==> src/dfpMul_params.svh <==
`ifndef DFP_MUL_PARAMS_SVH
`define DFP_MUL_PARAMS_SVH

// ----------------------------------------------------------------------
// word format
// ----------------------------------------------------------------------

// digits in the coefficient of one operand
`define DFP_DIGITS 6
// biased exponent field
`define DFP_EXP_W 7
// value = coef * 10^(exp - bias)
`define DFP_BIAS 63
// largest finite exponent; all ones marks inf/NaN
`define DFP_EXP_MAX 126
// NaN payload field of the special view
`define DFP_PAYLOAD_W 22

// ----------------------------------------------------------------------
// derived widths
// ----------------------------------------------------------------------

// full product of two coefficients
`define DFP_PROD_DIGITS 12
`define DFP_COEF_W (`DFP_DIGITS * 4)
`define DFP_PROD_W (`DFP_PROD_DIGITS * 4)
// exponent sum minus bias, signed, two guard bits
`define DFP_ESUM_W (`DFP_EXP_W + 2)

`endif

==> src/dfpPkg.sv <==
`include "dfpMul_params.svh"

package dfpPkg;

	// ----------------------------------------------------------------------
	// operand word, two views
	// ----------------------------------------------------------------------

	// finite number: sign, biased exponent, six BCD digits
	typedef struct packed {
		logic sign;
		logic [`DFP_EXP_W-1:0] exp;
		logic [`DFP_COEF_W-1:0] coef;
	} dfpFinite;

	// special: exponent field all ones, then kind and payload
	// kind 00 inf, 10 quiet NaN, 11 signalling NaN
	typedef struct packed {
		logic sign;
		logic [`DFP_EXP_W-1:0] marker;
		logic [1:0] kind;
		logic [`DFP_PAYLOAD_W-1:0] payload;
	} dfpSpecView;

	// the marker overlays fin.exp exactly
	typedef union packed {
		dfpFinite fin;
		dfpSpecView spc;
	} dfpWord;

	// ----------------------------------------------------------------------
	// classification and prediction
	// ----------------------------------------------------------------------

	typedef enum logic [2:0] {
		clsZero,
		clsFinite,
		clsInf,
		clsQNaN,
		clsSNaN
	} dfpClass;

	// special result known right after decode
	typedef enum logic [1:0] {
		spNone,
		spInf,
		spQNaN,
		spZero
	} dfpSpecial;

	typedef enum logic [1:0] {
		rmTrunc,
		rmHalfUp,
		rmHalfEven
	} roundMode;

endpackage

==> src/bcdMulSerial.sv <==
`timescale 1ns/1ps
`include "dfpMul_params.svh"

module bcdMulSerial (
	input  logic clk,
	input  logic rstN,
	input  logic start,
	input  logic [`DFP_COEF_W-1:0] coefA,
	input  logic [`DFP_COEF_W-1:0] coefB,
	output logic [`DFP_PROD_W-1:0] product,
	output logic prodValid
);

	logic running;
	// running sum of the partial products
	logic [`DFP_PROD_W-1:0] acc;
	// coefA aligned to the current multiplier digit
	logic [`DFP_PROD_W-1:0] mcand;
	// multiplier, current digit in the low nibble
	logic [`DFP_COEF_W-1:0] mulReg;
	// additions left for the current digit
	logic [3:0] cnt;
	logic [2:0] digIdx;
	logic lastDigit;

	// ----------------------------------------------------------------------
	// decimal helpers
	// ----------------------------------------------------------------------

	// digit-wise add with decimal adjust, top carry cannot occur
	function automatic logic [`DFP_PROD_W-1:0] bcdAdd(
		input logic [`DFP_PROD_W-1:0] x,
		input logic [`DFP_PROD_W-1:0] y
	);
		logic [4:0] s;
		logic c;
		logic [`DFP_PROD_W-1:0] r;
		c = 1'b0;
		r = '0;
		for (int i = 0; i < `DFP_PROD_DIGITS; i++) begin
			s = {1'b0, x[4*i +: 4]} + {1'b0, y[4*i +: 4]} + {4'b0, c};
			if (s > 5'd9) begin
				// +6 skips the six unused nibble codes
				r[4*i +: 4] = s[3:0] + 4'd6;
				c = 1'b1;
			end else begin
				r[4*i +: 4] = s[3:0];
				c = 1'b0;
			end
		end
		return r;
	endfunction

	function automatic logic isBcd(input logic [`DFP_PROD_W-1:0] x);
		logic ok;
		ok = 1'b1;
		for (int i = 0; i < `DFP_PROD_DIGITS; i++) begin
			if (x[4*i +: 4] > 4'd9)
				ok = 1'b0;
		end
		return ok;
	endfunction

	// ----------------------------------------------------------------------
	// sequencing
	// ----------------------------------------------------------------------

	assign lastDigit = (digIdx == 3'(`DFP_DIGITS - 1));

	// per digit: one add per unit of digit value, then one shift step
	// the shift step of the top digit ends the multiply instead
	always_ff @(posedge clk) begin
		if (!rstN) begin
			running <= 1'b0;
			prodValid <= 1'b0;
			cnt <= '0;
			digIdx <= '0;
		end else begin
			prodValid <= 1'b0;
			if (start) begin
				running <= 1'b1;
				cnt <= coefB[3:0];
				digIdx <= '0;
			end else if (running) begin
				if (cnt != 4'd0) begin
					cnt <= cnt - 4'd1;
				end else if (lastDigit) begin
					running <= 1'b0;
					prodValid <= 1'b1;
				end else begin
					// next digit count comes from above the current one
					cnt <= mulReg[7:4];
					digIdx <= digIdx + 3'd1;
				end
			end
		end
	end

	// datapath
	always_ff @(posedge clk) begin
		if (start) begin
			acc <= '0;
			mcand <= {{(`DFP_PROD_W - `DFP_COEF_W){1'b0}}, coefA};
			mulReg <= coefB;
		end else if (running) begin
			if (cnt != 4'd0) begin
				acc <= bcdAdd(acc, mcand);
			end else if (!lastDigit) begin
				// one decimal place up for the next multiplier digit
				mcand <= mcand << 4;
				mulReg <= mulReg >> 4;
			end
		end
	end

	// acc is complete and stable from prodValid on
	assign product = acc;

	startWhileRunning: assert property (@(posedge clk) disable iff (!rstN)
		start |-> !running)
		else $error("start received while a multiply is running");

	accDigitRange: assert property (@(posedge clk) disable iff (!rstN)
		running |=> isBcd(acc))
		else $error("accumulator holds a digit above 9");

endmodule

==> src/dfpDecode.sv <==
`timescale 1ns/1ps
`include "dfpMul_params.svh"

module dfpDecode (
	input  logic clk,
	input  logic rstN,
	input  logic ld,
	input  dfpPkg::dfpWord a,
	input  dfpPkg::dfpWord b,
	input  dfpPkg::roundMode rm,
	input  logic finish,
	output logic start,
	output logic busy,
	output logic [`DFP_COEF_W-1:0] coefA,
	output logic [`DFP_COEF_W-1:0] coefB,
	output logic signed [`DFP_ESUM_W-1:0] expSum,
	output logic signOut,
	output dfpPkg::dfpSpecial special,
	output logic [`DFP_PAYLOAD_W-1:0] nanPayload,
	output logic invalidIn,
	output dfpPkg::roundMode rmQ
);

	dfpPkg::dfpClass clsA, clsB;
	logic aNaN, bNaN, aInf, bInf, aZero, bZero;
	dfpPkg::dfpSpecial specialNext;
	logic [`DFP_PAYLOAD_W-1:0] payloadNext;
	logic invalidNext;

	// exponent field all ones selects the special view
	function automatic dfpPkg::dfpClass classify(input dfpPkg::dfpWord w);
		if (w.fin.exp == '1) begin
			case (w.spc.kind)
				2'b10: return dfpPkg::clsQNaN;
				2'b11: return dfpPkg::clsSNaN;
				// unused kind 01 reads as infinity
				default: return dfpPkg::clsInf;
			endcase
		end
		if (w.fin.coef == '0)
			return dfpPkg::clsZero;
		return dfpPkg::clsFinite;
	endfunction

	assign clsA = classify(a);
	assign clsB = classify(b);
	assign aNaN = (clsA == dfpPkg::clsQNaN) || (clsA == dfpPkg::clsSNaN);
	assign bNaN = (clsB == dfpPkg::clsQNaN) || (clsB == dfpPkg::clsSNaN);
	assign aInf = (clsA == dfpPkg::clsInf);
	assign bInf = (clsB == dfpPkg::clsInf);
	assign aZero = (clsA == dfpPkg::clsZero);
	assign bZero = (clsB == dfpPkg::clsZero);

	// special result, highest priority first
	always_comb begin
		specialNext = dfpPkg::spNone;
		payloadNext = '0;
		invalidNext = 1'b0;
		if (aNaN || bNaN) begin
			// a's payload wins, any sNaN is invalid
			specialNext = dfpPkg::spQNaN;
			payloadNext = aNaN ? a.spc.payload : b.spc.payload;
			invalidNext = (clsA == dfpPkg::clsSNaN) || (clsB == dfpPkg::clsSNaN);
		end else if ((aInf && bZero) || (bInf && aZero)) begin
			specialNext = dfpPkg::spQNaN;
			invalidNext = 1'b1;
		end else if (aInf || bInf) begin
			specialNext = dfpPkg::spInf;
		end else if (aZero || bZero) begin
			specialNext = dfpPkg::spZero;
		end
	end

	// start strobe and busy level
	always_ff @(posedge clk) begin
		if (!rstN) begin
			start <= 1'b0;
			busy <= 1'b0;
		end else begin
			start <= ld;
			if (ld)
				busy <= 1'b1;
			else if (finish)
				busy <= 1'b0;
		end
	end

	// operand fields, held until the next ld
	always_ff @(posedge clk) begin
		if (ld) begin
			// non-finite coefficients are zeroed so the multiplier sees clean BCD
			coefA <= (clsA == dfpPkg::clsFinite) ? a.fin.coef : '0;
			coefB <= (clsB == dfpPkg::clsFinite) ? b.fin.coef : '0;
			expSum <= $signed({2'b00, a.fin.exp}) + $signed({2'b00, b.fin.exp})
				- `DFP_ESUM_W'(`DFP_BIAS);
			signOut <= a.fin.sign ^ b.fin.sign;
			special <= specialNext;
			nanPayload <= payloadNext;
			invalidIn <= invalidNext;
			rmQ <= rm;
		end
	end

	// busy only drops on done from the result stage
	ldWhileBusy: assert property (@(posedge clk) disable iff (!rstN) ld |-> !busy)
		else $error("ld asserted while a multiply is in flight");

endmodule

==> src/dfpMulTop.sv <==
`timescale 1ns/1ps
`include "dfpMul_params.svh"

module dfpMulTop (
	input  logic clk,
	input  logic rstN,
	input  logic ld,
	input  dfpPkg::dfpWord a,
	input  dfpPkg::dfpWord b,
	input  dfpPkg::roundMode rm,
	output dfpPkg::dfpWord o,
	output logic invalid,
	output logic overflow,
	output logic underflow,
	output logic inexact,
	output logic done,
	output logic busy
);

	// ----------------------------------------------------------------------
	// decode to execute and result
	// ----------------------------------------------------------------------

	logic start;
	logic [`DFP_COEF_W-1:0] coefA, coefB;
	logic signed [`DFP_ESUM_W-1:0] expSum;
	logic signOut;
	dfpPkg::dfpSpecial special;
	logic [`DFP_PAYLOAD_W-1:0] nanPayload;
	logic invalidIn;
	dfpPkg::roundMode rmQ;

	// execute to result
	logic prodValid;
	logic [`DFP_PROD_W-1:0] product;

	// done also clears busy in decode
	dfpDecode uDecode (
		.clk(clk),
		.rstN(rstN),
		.ld(ld),
		.a(a),
		.b(b),
		.rm(rm),
		.finish(done),
		.start(start),
		.busy(busy),
		.coefA(coefA),
		.coefB(coefB),
		.expSum(expSum),
		.signOut(signOut),
		.special(special),
		.nanPayload(nanPayload),
		.invalidIn(invalidIn),
		.rmQ(rmQ)
	);

	// variable latency digit-serial product
	bcdMulSerial uMul (
		.clk(clk),
		.rstN(rstN),
		.start(start),
		.coefA(coefA),
		.coefB(coefB),
		.product(product),
		.prodValid(prodValid)
	);

	dfpRound uRound (
		.clk(clk),
		.rstN(rstN),
		.prodValid(prodValid),
		.product(product),
		.expSum(expSum),
		.signOut(signOut),
		.special(special),
		.nanPayload(nanPayload),
		.invalidIn(invalidIn),
		.rmQ(rmQ),
		.o(o),
		.invalid(invalid),
		.overflow(overflow),
		.underflow(underflow),
		.inexact(inexact),
		.done(done)
	);

endmodule

==> src/dfpRound.sv <==
`timescale 1ns/1ps
`include "dfpMul_params.svh"

module dfpRound (
	input  logic clk,
	input  logic rstN,
	input  logic prodValid,
	input  logic [`DFP_PROD_W-1:0] product,
	input  logic signed [`DFP_ESUM_W-1:0] expSum,
	input  logic signOut,
	input  dfpPkg::dfpSpecial special,
	input  logic [`DFP_PAYLOAD_W-1:0] nanPayload,
	input  logic invalidIn,
	input  dfpPkg::roundMode rmQ,
	output dfpPkg::dfpWord o,
	output logic invalid,
	output logic overflow,
	output logic underflow,
	output logic inexact,
	output logic done
);

	logic [3:0] sigDigits;
	logic [2:0] shift;
	logic [`DFP_PROD_W-1:0] shifted;
	logic [`DFP_COEF_W-1:0] kept;
	logic [3:0] firstDrop;
	logic restNz;
	logic dropNz;
	logic roundUp;
	logic [`DFP_COEF_W-1:0] incSum;
	logic incCarry;
	logic [`DFP_COEF_W-1:0] coefOut;
	logic [2:0] shiftTot;
	logic signed [`DFP_ESUM_W:0] expAdj;
	logic [`DFP_EXP_W-1:0] zeroExp;
	dfpPkg::dfpWord oNext;
	logic invNext, ovfNext, unfNext, inxNext;

	// ----------------------------------------------------------------------
	// alignment to six digits
	// ----------------------------------------------------------------------

	// significant digits = index of top nonzero digit plus one
	always_comb begin
		sigDigits = '0;
		for (int i = 0; i < `DFP_PROD_DIGITS; i++) begin
			if (product[4*i +: 4] != 4'd0)
				sigDigits = 4'(i + 1);
		end
	end

	assign shift = (sigDigits > `DFP_DIGITS) ? 3'(sigDigits - `DFP_DIGITS) : 3'd0;
	assign shifted = product >> (4 * shift);
	assign kept = shifted[`DFP_COEF_W-1:0];

	// first dropped digit and sticky of the ones below it
	always_comb begin
		firstDrop = 4'd0;
		restNz = 1'b0;
		for (int i = 0; i < `DFP_PROD_DIGITS; i++) begin
			if ((i + 1) == int'(shift))
				firstDrop = product[4*i +: 4];
			if ((i + 1) < int'(shift) && product[4*i +: 4] != 4'd0)
				restNz = 1'b1;
		end
	end

	assign dropNz = (firstDrop != 4'd0) || restNz;

	// ----------------------------------------------------------------------
	// rounding
	// ----------------------------------------------------------------------

	always_comb begin
		case (rmQ)
			dfpPkg::rmHalfUp: roundUp = (firstDrop >= 4'd5);
			// ties go to the even kept digit
			dfpPkg::rmHalfEven: roundUp = (firstDrop > 4'd5)
				|| (firstDrop == 4'd5 && (restNz || kept[0]));
			default: roundUp = 1'b0;
		endcase
	end

	// decimal increment of the kept digits
	always_comb begin
		incCarry = roundUp;
		for (int i = 0; i < `DFP_DIGITS; i++) begin
			if (incCarry && kept[4*i +: 4] == 4'd9) begin
				incSum[4*i +: 4] = 4'd0;
			end else begin
				incSum[4*i +: 4] = kept[4*i +: 4] + {3'b0, incCarry};
				incCarry = 1'b0;
			end
		end
	end

	// 999999 rounded up becomes 100000 one place higher
	assign coefOut = incCarry ? `DFP_COEF_W'(24'h100000) : incSum;
	assign shiftTot = shift + {2'b0, incCarry};
	assign expAdj = $signed({expSum[`DFP_ESUM_W-1], expSum}) + $signed({7'b0, shiftTot});

	// exact zero keeps the ideal exponent, pulled into range
	always_comb begin
		if (expSum < 0)
			zeroExp = '0;
		else if (expSum > `DFP_EXP_MAX)
			zeroExp = `DFP_EXP_W'(`DFP_EXP_MAX);
		else
			zeroExp = expSum[`DFP_EXP_W-1:0];
	end

	// ----------------------------------------------------------------------
	// result word and flags
	// ----------------------------------------------------------------------

	always_comb begin
		oNext = '0;
		invNext = 1'b0;
		ovfNext = 1'b0;
		unfNext = 1'b0;
		inxNext = 1'b0;
		oNext.fin.sign = signOut;
		case (special)
			dfpPkg::spQNaN: begin
				oNext.spc.marker = '1;
				oNext.spc.kind = 2'b10;
				oNext.spc.payload = nanPayload;
				invNext = invalidIn;
			end
			dfpPkg::spInf: begin
				// kind 00 and zero payload
				oNext.spc.marker = '1;
			end
			dfpPkg::spZero: begin
				oNext.fin.exp = zeroExp;
			end
			default: begin
				if (expAdj > `DFP_EXP_MAX) begin
					oNext.spc.marker = '1;
					ovfNext = 1'b1;
					inxNext = 1'b1;
				end else if (expAdj < 0 && coefOut != '0) begin
					// flush to zero at exponent 0
					unfNext = 1'b1;
					inxNext = 1'b1;
				end else begin
					oNext.fin.exp = expAdj[`DFP_EXP_W-1:0];
					oNext.fin.coef = coefOut;
					inxNext = (shift != 3'd0) && dropNz;
				end
			end
		endcase
	end

	always_ff @(posedge clk) begin
		if (!rstN) begin
			done <= 1'b0;
			invalid <= 1'b0;
			overflow <= 1'b0;
			underflow <= 1'b0;
			inexact <= 1'b0;
		end else begin
			done <= prodValid;
			if (prodValid) begin
				invalid <= invNext;
				overflow <= ovfNext;
				underflow <= unfNext;
				inexact <= inxNext;
			end
		end
	end

	always_ff @(posedge clk) begin
		if (prodValid)
			o <= oNext;
	end

	donePulse: assert property (@(posedge clk) disable iff (!rstN) done |=> !done)
		else $error("done held longer than one cycle");

endmodule

==> config.mk <==
export PLATFORM = sky130hd
export DESIGN_NAME = dfpMulTop
export DESIGN_NICKNAME = d
export VERILOG_FILES = /design/src/dfpPkg.sv /design/src/bcdMulSerial.sv /design/src/dfpDecode.sv /design/src/dfpMulTop.sv /design/src/dfpRound.sv
export VERILOG_INCLUDE_DIRS = /design/src
export SDC_FILE = /design/constraint.sdc
export NUM_CORES = 1
export LEC_CHECK = 0
export BUFFER_PORTS_ARGS = -buffer_cell sky130_fd_sc_hd__clkbuf_2
export CELL_PAD_IN_SITES_DETAIL_PLACEMENT = 0
export CELL_PAD_IN_SITES_GLOBAL_PLACEMENT = 1
export CORE_MARGIN = 8
export CORE_UTILIZATION = 30
export DETAILED_ROUTE_END_ITERATION = 7
export MAX_ROUTING_LAYER = met4
export PLACE_DENSITY = 0.54
export SLEW_MARGIN = 5
export SYNTH_ARGS = -nofsm -noshare
export SYNTH_HDL_FRONTEND = slang
export SYNTH_SLANG_ARGS = --single-unit
==> constraint.sdc <==
create_clock -name clk -period 34.7 [get_ports clk]
set_input_delay 6.94 -clock clk [delete_from_list [all_inputs] [get_ports clk]]
set_output_delay 6.94 -clock clk [all_outputs]
set_load 0.005 [all_outputs]
==> results of run 1 <==
## registers in the layout, indices dropped and copies added (netlist names), 2 cells and up
signal / cells
uDecode.coefB: 24
uDecode.coefA: 24
uDecode.special: 2
uDecode.nanPayload: 22
uDecode.rmQ: 2
uDecode.expSum: 9
uMul.digIdx: 3
uMul.product: 48
uMul.mulReg: 20
uRound.o: 32
uMul.cnt: 4
uMul.mcand: 48
## cells by family (layout without fill, tap and decap cells)
family | Yosys count | in the layout
AOI/OAI and AO/OA | 424 | 424
xor gates and xnor gates | 74 | 74
adders and majority gates | 118 | 118
buffers and inverters | 163 | 264
DFF | 249 | 249
muxes | 66 | 66
and+or+nand+nor | 497 | 497
## layout make-up
| cell class | instances | area (µm²) | area share [%] |
|---|---|---|---|
| inverter | 80 | 302.8 | 1.668 |
| multi-input combinational | 1179 | 8626 | 47.51 |
| timing repair buffer | 128 | 698.2 | 3.845 |
| clock buffer | 32 | 758.2 | 4.176 |
| tap | 688 | 860.8 | 4.741 |
| clock inverter | 24 | 310.3 | 1.709 |
| sequential | 249 | 6601 | 36.36 |
## report_power, final
part	switching (mW)	internal [mW]	leakage, nW
Clock	0.136	0.204	0.509
Combinational	0.491	0.316	4.28
Sequential	0.0563	0.350	2.26
## worst max-delay path: cells and delay by family (launching register included)
family,cells,cell delay (ns)
AO/OA/AOI/OAI,25,9.42
XOR/XNOR,13,4.24
adder cells (fa/ha/maj),36,11.40
buffers and inverters,12,0.78
flip-flops,1,0.39
AND/OR/NAND/NOR,1,0.10
## metrics by stage
| step | power, mW | utilization [%] |
|---|---|---|
| global route | 1.662 | 34.62 |
| CTS | 1.561 | 34.62 |
| detailed placement | 1.212 | 32.58 |
| global placement | 1.201 | 32.58 |
| floorplan | 0.9834 | - |
| finish | 1.554 | 34.62 |
## placed cells by master (no fill, tap or decap), types with 17 or more instances in the layout
cell type and n:
nand2_1 170, edfxtp_1 161, clkbuf_2 105, a21oi_1 100
nor2_1 98, ha_1 93, dfxtp_1 86, inv_1 79
o21ai_0 64, and2_1 60, xnor2_1 58, mux2_2 36
a21o_1 35, clkbuf_16 30, a211oi_1 28, mux2i_1 27
a22o_1 26, fa_1 25, nor4_1 24, nand3_1 23
a32o_1 23, nor3_1 23, buf_4 23, nand2b_1 17
## per-layer routing
layer	routed length [µm]	up-vias
li1	-	6068
met5	0	-
met3	1912	80
met2	23970	323
met4	1410	0
met1	23520	6187
## worst max path at each step
stage,from,to,cells past startpoint
detailed placement,uMul.product[0]$_SDFFE_PP0P_,uMul.product[47]$_SDFFE_PP0P_,87
CTS,uMul.product[0]$_SDFFE_PP0P_,uMul.product[47]$_SDFFE_PP0P_,87
finish,uMul.product[0]$_SDFFE_PP0P_,uMul.product[47]$_SDFFE_PP0P_,87
global route,uMul.product[0]$_SDFFE_PP0P_,uMul.product[47]$_SDFFE_PP0P_,87
floorplan,uMul.product[0]$_SDFFE_PP0P_,uMul.product[47]$_SDFFE_PP0P_,87
global placement,uMul.product[0]$_SDFFE_PP0P_,uMul.product[47]$_SDFFE_PP0P_,87
==> reports/qor.csv, run 1 <==
metric,value,unit
run status,finished clean,
Worst Max-Slew Pin Slew,1.152,ns
vias in the first global route,12920,
Commonest cells post-synth,"nand2_1, edfxtp_1, a21oi_1",
multiplexer share of the synthesized area,4.641,%
final worst-path cycle share,76.10,%
endpoints failing hold,0,
I/O pin total,107,
Final Non-Filler Cells,2380,
Synth cell types,92,
Num CTS Buffers,30,
ANT cells,0,
most common cell in the netlist,nand2_1,
pwr/cell area,85.61,nW/µm²
Min-Delay Path Class,reg2reg,
"Primary FF master, synth",edfxtp_1,
WP data arrival,26.90,ns
YS warnings,0,
Post-CTS Hold Buffers,0,
detailed placer's ending HPWL,37540,µm
max-cap violations,0,
largest net degree at the start of global routing,73,
GPL Wtd Cong,0.8684,
die area,60450,µm²
initial antenna violation count,0,
syn_nets,1778,
"Seq/Total Area, Yosys",41.61,%
"Clk pin slew, worst setup/hold paths",0.07,ns
reg2reg setup slack,8.29,ns
LEAKAGE,7.047,nW
"Largest stage delay, worst path",0.74,ns
GRT Residual Overflow,0,
gr usage total,16.91,%
gr busiest metal,met2,
critical path type,reg2reg,
initial drt markers,809,
first-pass GRT wire length,78370,µm
CTS sink cnt,249,
DRC errors left,0,
critical path startpoint category,flop,
FMAX,37.87,MHz
share of cells above drive strength 1,14.83,%
CTS tree,built,
Post-Syn Area,15850,µm²
Synth area leaders,"edfxtp_1, dfxtp_1, ha_1",
core area,52450,µm²
Peak VDD IR,0.05967,mV
hold path start,uDecode.signOut$_DFFE_PP_,
reg2reg path depth,87,
worst-case clock skew,0.01194,ns
vias,12660,
Compound-Gate Fraction of Synth Area,19.17,%
worst slack at placement,8.174,ns
# nets final,1855,
post-CTS setup buffers,0,
Port-buffer cells,106,
Root Driver,clkbuf_16,
die width,245.9,µm
Worst Hold Path EP,uRound.o[31]$_DFFE_PP_,
CTS H-tree lvls,1,
Setup crit end kind,flop,
post-CTS resize count,0,
CP max-delay cell,a221oi_1,
routed vias/inst,5.318,
Post-DRT Antenna Nets,0,
Post-Synth Simple-Gate Area,15.84,%
Row Count,84,
Synth async-reset ratio,0,%
Synth Area in Adders,10.50,%
final wirelength,50810,µm
Synth Area per Inst,9.963,µm²
RR Startpoint,uMul.product[0]$_SDFFE_PP0P_,
RSZ-0062 raised after global routing,false,
share of Yosys cell area claimed by the top area cell type,30.50,%
hold_ws,0.4225,ns
Finished Cell Area,18160,µm²
Die Span Y,245.9,µm
reg2reg end,uMul.product[47]$_SDFFE_PP0P_,
routed len/inst,21.35,µm
met2 global-route usage,27.42,%
Post-DP Area,17090,µm²
cell count after synthesis,1591,
Starting Density,30.22,%
Cells after DPL,2324,
clk buf depth,3,
hold path cells,0,
worst setup margin,8.294,ns
final setup TNS,0,ns
largest family of logic cells by synthesized area,compound AO/OA/AOI/OAI gates,
WP data required,35.19,ns
met3 Resource Use GR,1.792,%
Finish-stage setup viols,0,
synth-to-layout area growth,14.55,%
GR Util met1,22.12,%
Pre-Repair DR Iteration Count,5,
filler cell count,5351,
Yosys reg bits,249,
worst rel slew slack,22.93,%
Worst path most repeated cell,fa_1,
crit path max fanout,5,
Post-synth EDFFs,161,
minimum clock period,26.41,ns
clk_lat worst skew,0.58,ns
largest area contributor in the netlist,edfxtp_1,
XOR/XNOR share of the synthesized area,4.089,%
fin. max-slew vios,0,
Power figures use the tool's default switching activity.
==> inputs of run 2 (changes only) <==
==> constraint.sdc (replaced) <==
create_clock -name clk -period 24.7 [get_ports clk]
set_input_delay 4.94 -clock clk [delete_from_list [all_inputs] [get_ports clk]]
set_output_delay 4.94 -clock clk [all_outputs]
set_load 0.005 [all_outputs]
==> reports/qor.csv, run 2 (synthesis results as in run 1) <==
metric,value,unit
final wirelength,51060,µm
Root Driver,clkbuf_16,
WP data arrival,23.25,ns
# nets final,1857,
share of cells above drive strength 1,15.19,%
vias,12760,
Port-buffer cells,106,
worst rel slew slack,24.02,%
Worst Max-Slew Pin Slew,1.132,ns
WP data required,25.18,ns
gr usage total,16.88,%
crit path max fanout,5,
fin. max-slew vios,0,
FMAX,43.93,MHz
vias in the first global route,12860,
GPL Wtd Cong,0.8652,
Min-Delay Path Class,reg2reg,
CTS tree,built,
"Largest stage delay, worst path",0.48,ns
Total Power,2.188,mW
"Clk pin slew, worst setup/hold paths",0.06,ns
Post-DRT Antenna Nets,0,
minimum clock period,22.76,ns
Num CTS Buffers,30,
detailed placer's ending HPWL,37590,µm
Die Span Y,245.9,µm
Finished Cell Area,18230,µm²
I/O pin total,107,
critical path type,reg2reg,
die area,60450,µm²
initial antenna violation count,0,
Row Count,84,
Setup crit end kind,flop,
routed len/inst,21.45,µm
die width,245.9,µm
met3 wire length,2287,µm
run status,finished clean,
GRT Residual Overflow,0,
CTS sink cnt,249,
endpoints failing hold,0,
max-cap violations,0,
Starting Density,30.22,%
critical path startpoint category,flop,
DR top layer,met4,
Peak VDD IR,0.05461,mV
largest net degree at the start of global routing,73,
most frequent cells in the layout,"nand2_1, edfxtp_1, clkbuf_2",
post-CTS setup buffers,0,
Pre-Repair DR Iteration Count,5,
synth-to-layout area growth,15.03,%
met2 WL,24090,µm
Worst path most repeated cell,fa_1,
Finish-stage setup viols,0,
first-pass GRT wire length,78190,µm
initial drt markers,840,
pwr/cell area,120.0,nW/µm²
clk_lat worst skew,0.57,ns
CTS H-tree lvls,1,
clk buf depth,3,
RSZ-0062 raised after global routing,false,
"most common cell after layout, fill and taps aside",nand2_1,
post-route met1 wirelength,23340,µm
LEAKAGE,7.060,nW
final worst-path cycle share,92.16,%
DRC errors left,0,
routed vias/inst,5.359,
worst-case clock skew,0.01078,ns
Post-DP Area,17100,µm²
core area,52450,µm²
CP max-delay cell,a221oi_2,
run 2: cell count changes in the layout (fill, tap and decap cells not counted):
cell and delta:
a221oi_1 -10, a221oi_2 +6, a221oi_4 +4, buf_4 +2, bufinv_16 -1, clkbuf_1 +1, clkbuf_16 +1, clkinv_1 +3
clkinv_4 -3, clkinv_8 -1, clkinvlp_4 -1, diode_2 +1, inv_6 -1
run 2: through the flow:
stage	instances	setup TNS [ns]	utilization (%)	setup slack, ns	hold WS [ns]
final	2381	0	34.77	1.938	0.4257
after global routing	2380	0	34.76	0.02086	0.4276
after CTS	2380	0	34.59	0.03957	0.4283
after detailed placement	2326	-2.177	32.61	-0.7554	0.4158
after global placement	2326	0	32.61	0.4161	0.4107
after floorplan	1591	0	-	1.335	0.4003
run 2: where the power goes:
part           total (mW)  internal [mW]  leakage [nW]  switching (mW)
Combinational        1.16          0.456          4.31           0.700
Clock               0.459          0.279         0.489           0.180
Sequential          0.573          0.492          2.26          0.0805
Total                2.19           1.23          7.06           0.961
run 2: worst max-delay path: cells and delay by family (launching register included):
family / cells / cell delay [ns]
and+or+nand+nor: 1 / 0.09
buffers and inverters: 14 / 1.12
adders and majority gates: 36 / 10.62
AOI/OAI and AO/OA: 25 / 6.26
DFF: 1 / 0.38
xor gates and xnor gates: 13 / 4.19
run 2: timing repair:
item,in CTS,in global routing
setup endpoints to repair,3,7
cloned,0,0
gates resized for setup,3,11
hold buffers,0,0
run 2: metal layers:
metal | GRT usage (%) | up-vias
met5 | - | -
met4 | 4.756 | 0
met3 | 1.933 | 80
met2 | 27.46 | 382
met1 | 22.07 | 6220
li1 | - | 6078
run 2: area by class of cell:
type	instances	area, µm²
clock inverters	20	232.7
diodes	1	2.502
flip-flops and latches	249	6601
well taps	688	860.8
multi-input cells	1179	8733
fillers	5308	34210
repair buffers	130	713.2
inverters	80	302.8
clock buffers	34	787.0
run 2: worst paths after layout:
path                            cells past startpoint  slack, ns                    startpoint                            end
worst max-delay path                               89       1.94  uMul.product[0]$_SDFFE_PP0P_  uMul.product[47]$_SDFFE_PP0P_
worst min-delay path                                0       0.43     uDecode.signOut$_DFFE_PP_         uRound.o[31]$_DFFE_PP_
worst max register to register                     89       1.94  uMul.product[0]$_SDFFE_PP0P_  uMul.product[47]$_SDFFE_PP0P_
worst min register to register                      0       0.43     uDecode.signOut$_DFFE_PP_         uRound.o[31]$_DFFE_PP_
==> inputs of run 3 (changes only) <==
--- a/config.mk
+++ b/config.mk
@@ -12,6 +12,7 @@
 export CORE_MARGIN = 8
 export CORE_UTILIZATION = 30
 export DETAILED_ROUTE_END_ITERATION = 7
+export GPL_TIMING_DRIVEN = 0
 export MAX_ROUTING_LAYER = met4
 export PLACE_DENSITY = 0.54
 export SLEW_MARGIN = 5
==> reports/qor.csv, run 3 (synthesis results as in run 1) <==
metric,value,unit
max-cap violations,0,
detailed placer's ending HPWL,43400,µm
initial drt markers,1027,
critical path type,reg2reg,
die area,60450,µm²
most frequent cells in the layout,"nand2_1, edfxtp_1, clkbuf_2",
"Clk pin slew, worst setup/hold paths",0.07,ns
Setup crit end kind,flop,
CTS H-tree lvls,1,
Finish-stage setup viols,0,
critical path startpoint category,flop,
post-CTS setup buffers,0,
hold path cells,0,
vias,13050,
WP data required,25.19,ns
WP data arrival,23.45,ns
initial antenna violation count,0,
GRT Residual Overflow,0,
core area,52450,µm²
reg2reg path depth,87,
CTS sink cnt,249,
"Largest stage delay, worst path",0.47,ns
largest net degree at the start of global routing,59,
DRC errors left,0,
share of cells above drive strength 1,14.18,%
Post-DRT Antenna Nets,0,
Num CTS Buffers,30,
Min-Delay Path Class,reg2reg,
Pre-Repair DR Iteration Count,5,
FMAX,43.57,MHz
# nets final,1920,
Port-buffer cells,106,
LEAKAGE,7.104,nW
worst-case clock skew,0.01710,ns
Final Non-Filler Cells,2445,
clk buf depth,3,
vias in the first global route,13260,
"most common cell after layout, fill and taps aside",nand2_1,
Worst Hold Path EP,uRound.o[31]$_DFFE_PP_,
die width,245.9,µm
worst rel slew slack,25.64,%
CP max-delay cell,a221oi_2,
fin. max-slew vios,0,
Post-CTS Hold Buffers,0,
synth-to-layout area growth,16.73,%
first-pass GRT wire length,84860,µm
Root Driver,clkbuf_16,
Worst path most repeated cell,fa_1,
final wirelength,56490,µm
pwr/cell area,122.5,nW/µm²
gr usage total,18.81,%
Post-DP Area,17320,µm²
Row Count,84,
Starting Density,30.22,%
CTS tree,built,
RR Startpoint,uMul.product[0]$_SDFFE_PP0P_,
hold_ws,0.4236,ns
clk_lat worst skew,0.60,ns
Cells after DPL,2389,
Die Span Y,245.9,µm
hold path start,uDecode.signOut$_DFFE_PP_,
GPL Wtd Cong,0.9039,
routed len/inst,23.10,µm
Peak VDD IR,0.05846,mV
final worst-path cycle share,92.92,%
Total Power,2.266,mW
run status,finished clean,
routed vias/inst,5.337,
reg2reg end,uMul.product[47]$_SDFFE_PP0P_,
endpoints failing hold,0,
crit path max fanout,5,
minimum clock period,22.95,ns
Worst Max-Slew Pin Slew,1.109,ns
Finished Cell Area,18500,µm²
I/O pin total,107,
reg2reg setup slack,1.75,ns
==> run 3: cell count changes in the layout (fill, tap and decap cells not counted), moves of 4 or more <==
cell / change
buf_2: +6
buf_1: +8
clkbuf_1: +62
buf_4: -23
buf_6: +4
a221oi_2: -4
a221oi_4: +6
==> run 3: critical path, delay by kind of cell (launching register included) <==
| kind | cells | cell delay, ns |
|---|---|---|
| flip-flops | 1 | 0.44 |
| buffers and inverters | 12 | 0.76 |
| XOR/XNOR | 13 | 4.23 |
| AO/OA/AOI/OAI | 25 | 6.41 |
| adder cells (fa/ha/maj) | 36 | 10.90 |
| AND/OR/NAND/NOR | 1 | 0.09 |
==> run 3: final cells by class <==
type / count / area, µm²
multi-input combinational: 1179 / 8788
tap: 688 / 860.8
buffer: 83 / 354.1
timing repair buffer: 110 / 608.1
inverter: 80 / 302.8
fill: 5342 / 33940
sequential: 249 / 6598
antenna: 1 / 2.502
clock inverter: 23 / 231.5
clock buffer: 32 / 758.2
==> run 3: through the flow <==
stage / worst slack [ns] / utilization (%) / setup TNS (ns)
after floorplan: 1.335 / - / 0
after detailed placement: -2.102 / 33.03 / -7.541
after global placement: -1.786 / 32.88 / -5.580
after global routing: -0.05322 / 35.28 / -0.1030
after CTS: 0.2394 / 35.03 / 0
final: 1.748 / 35.28 / 0
==> run 3: worst max-delay path by stage <==
stage	from	to	slack (ns)	cells past startpoint
3_5_place_dp	uMul.product[0]$_SDFFE_PP0P_	uMul.product[46]$_SDFFE_PP0P_	-2.10	87
6_report	uMul.product[0]$_SDFFE_PP0P_	uMul.product[47]$_SDFFE_PP0P_	1.75	87
2_1_floorplan	uMul.product[0]$_SDFFE_PP0P_	uMul.product[47]$_SDFFE_PP0P_	1.34	87
3_3_place_gp	uMul.product[0]$_SDFFE_PP0P_	uMul.product[47]$_SDFFE_PP0P_	-1.79	87
4_1_cts	uMul.product[0]$_SDFFE_PP0P_	uMul.product[47]$_SDFFE_PP0P_	0.24	87
5_1_grt	uMul.product[0]$_SDFFE_PP0P_	uMul.product[47]$_SDFFE_PP0P_	-0.05	87
==> run 3: metal layers <==
layer / up-vias / GRT usage [%] / share of wire [%]
met2: 408 / 29.62 / 46
met5: - / - / 0
met1: 6325 / 24.51 / 46
met3: 110 / 2.921 / 5.0
li1: 6207 / - / -
met4: 0 / 6.359 / 3.4
==> run 3: report_power, final <==
part	internal, mW	switching [mW]
logic	0.475	0.786
registers	0.492	0.0670
clock network	0.255	0.191
total	1.22	1.04
==> run 3: timing repair <==
| action | 4_1_cts | 5_1_grt |
|---|---|---|
| endpoints found under the setup margin | 7 | 4 |
| cloned | 0 | 0 |
| gates resized for setup | 9 | 13 |
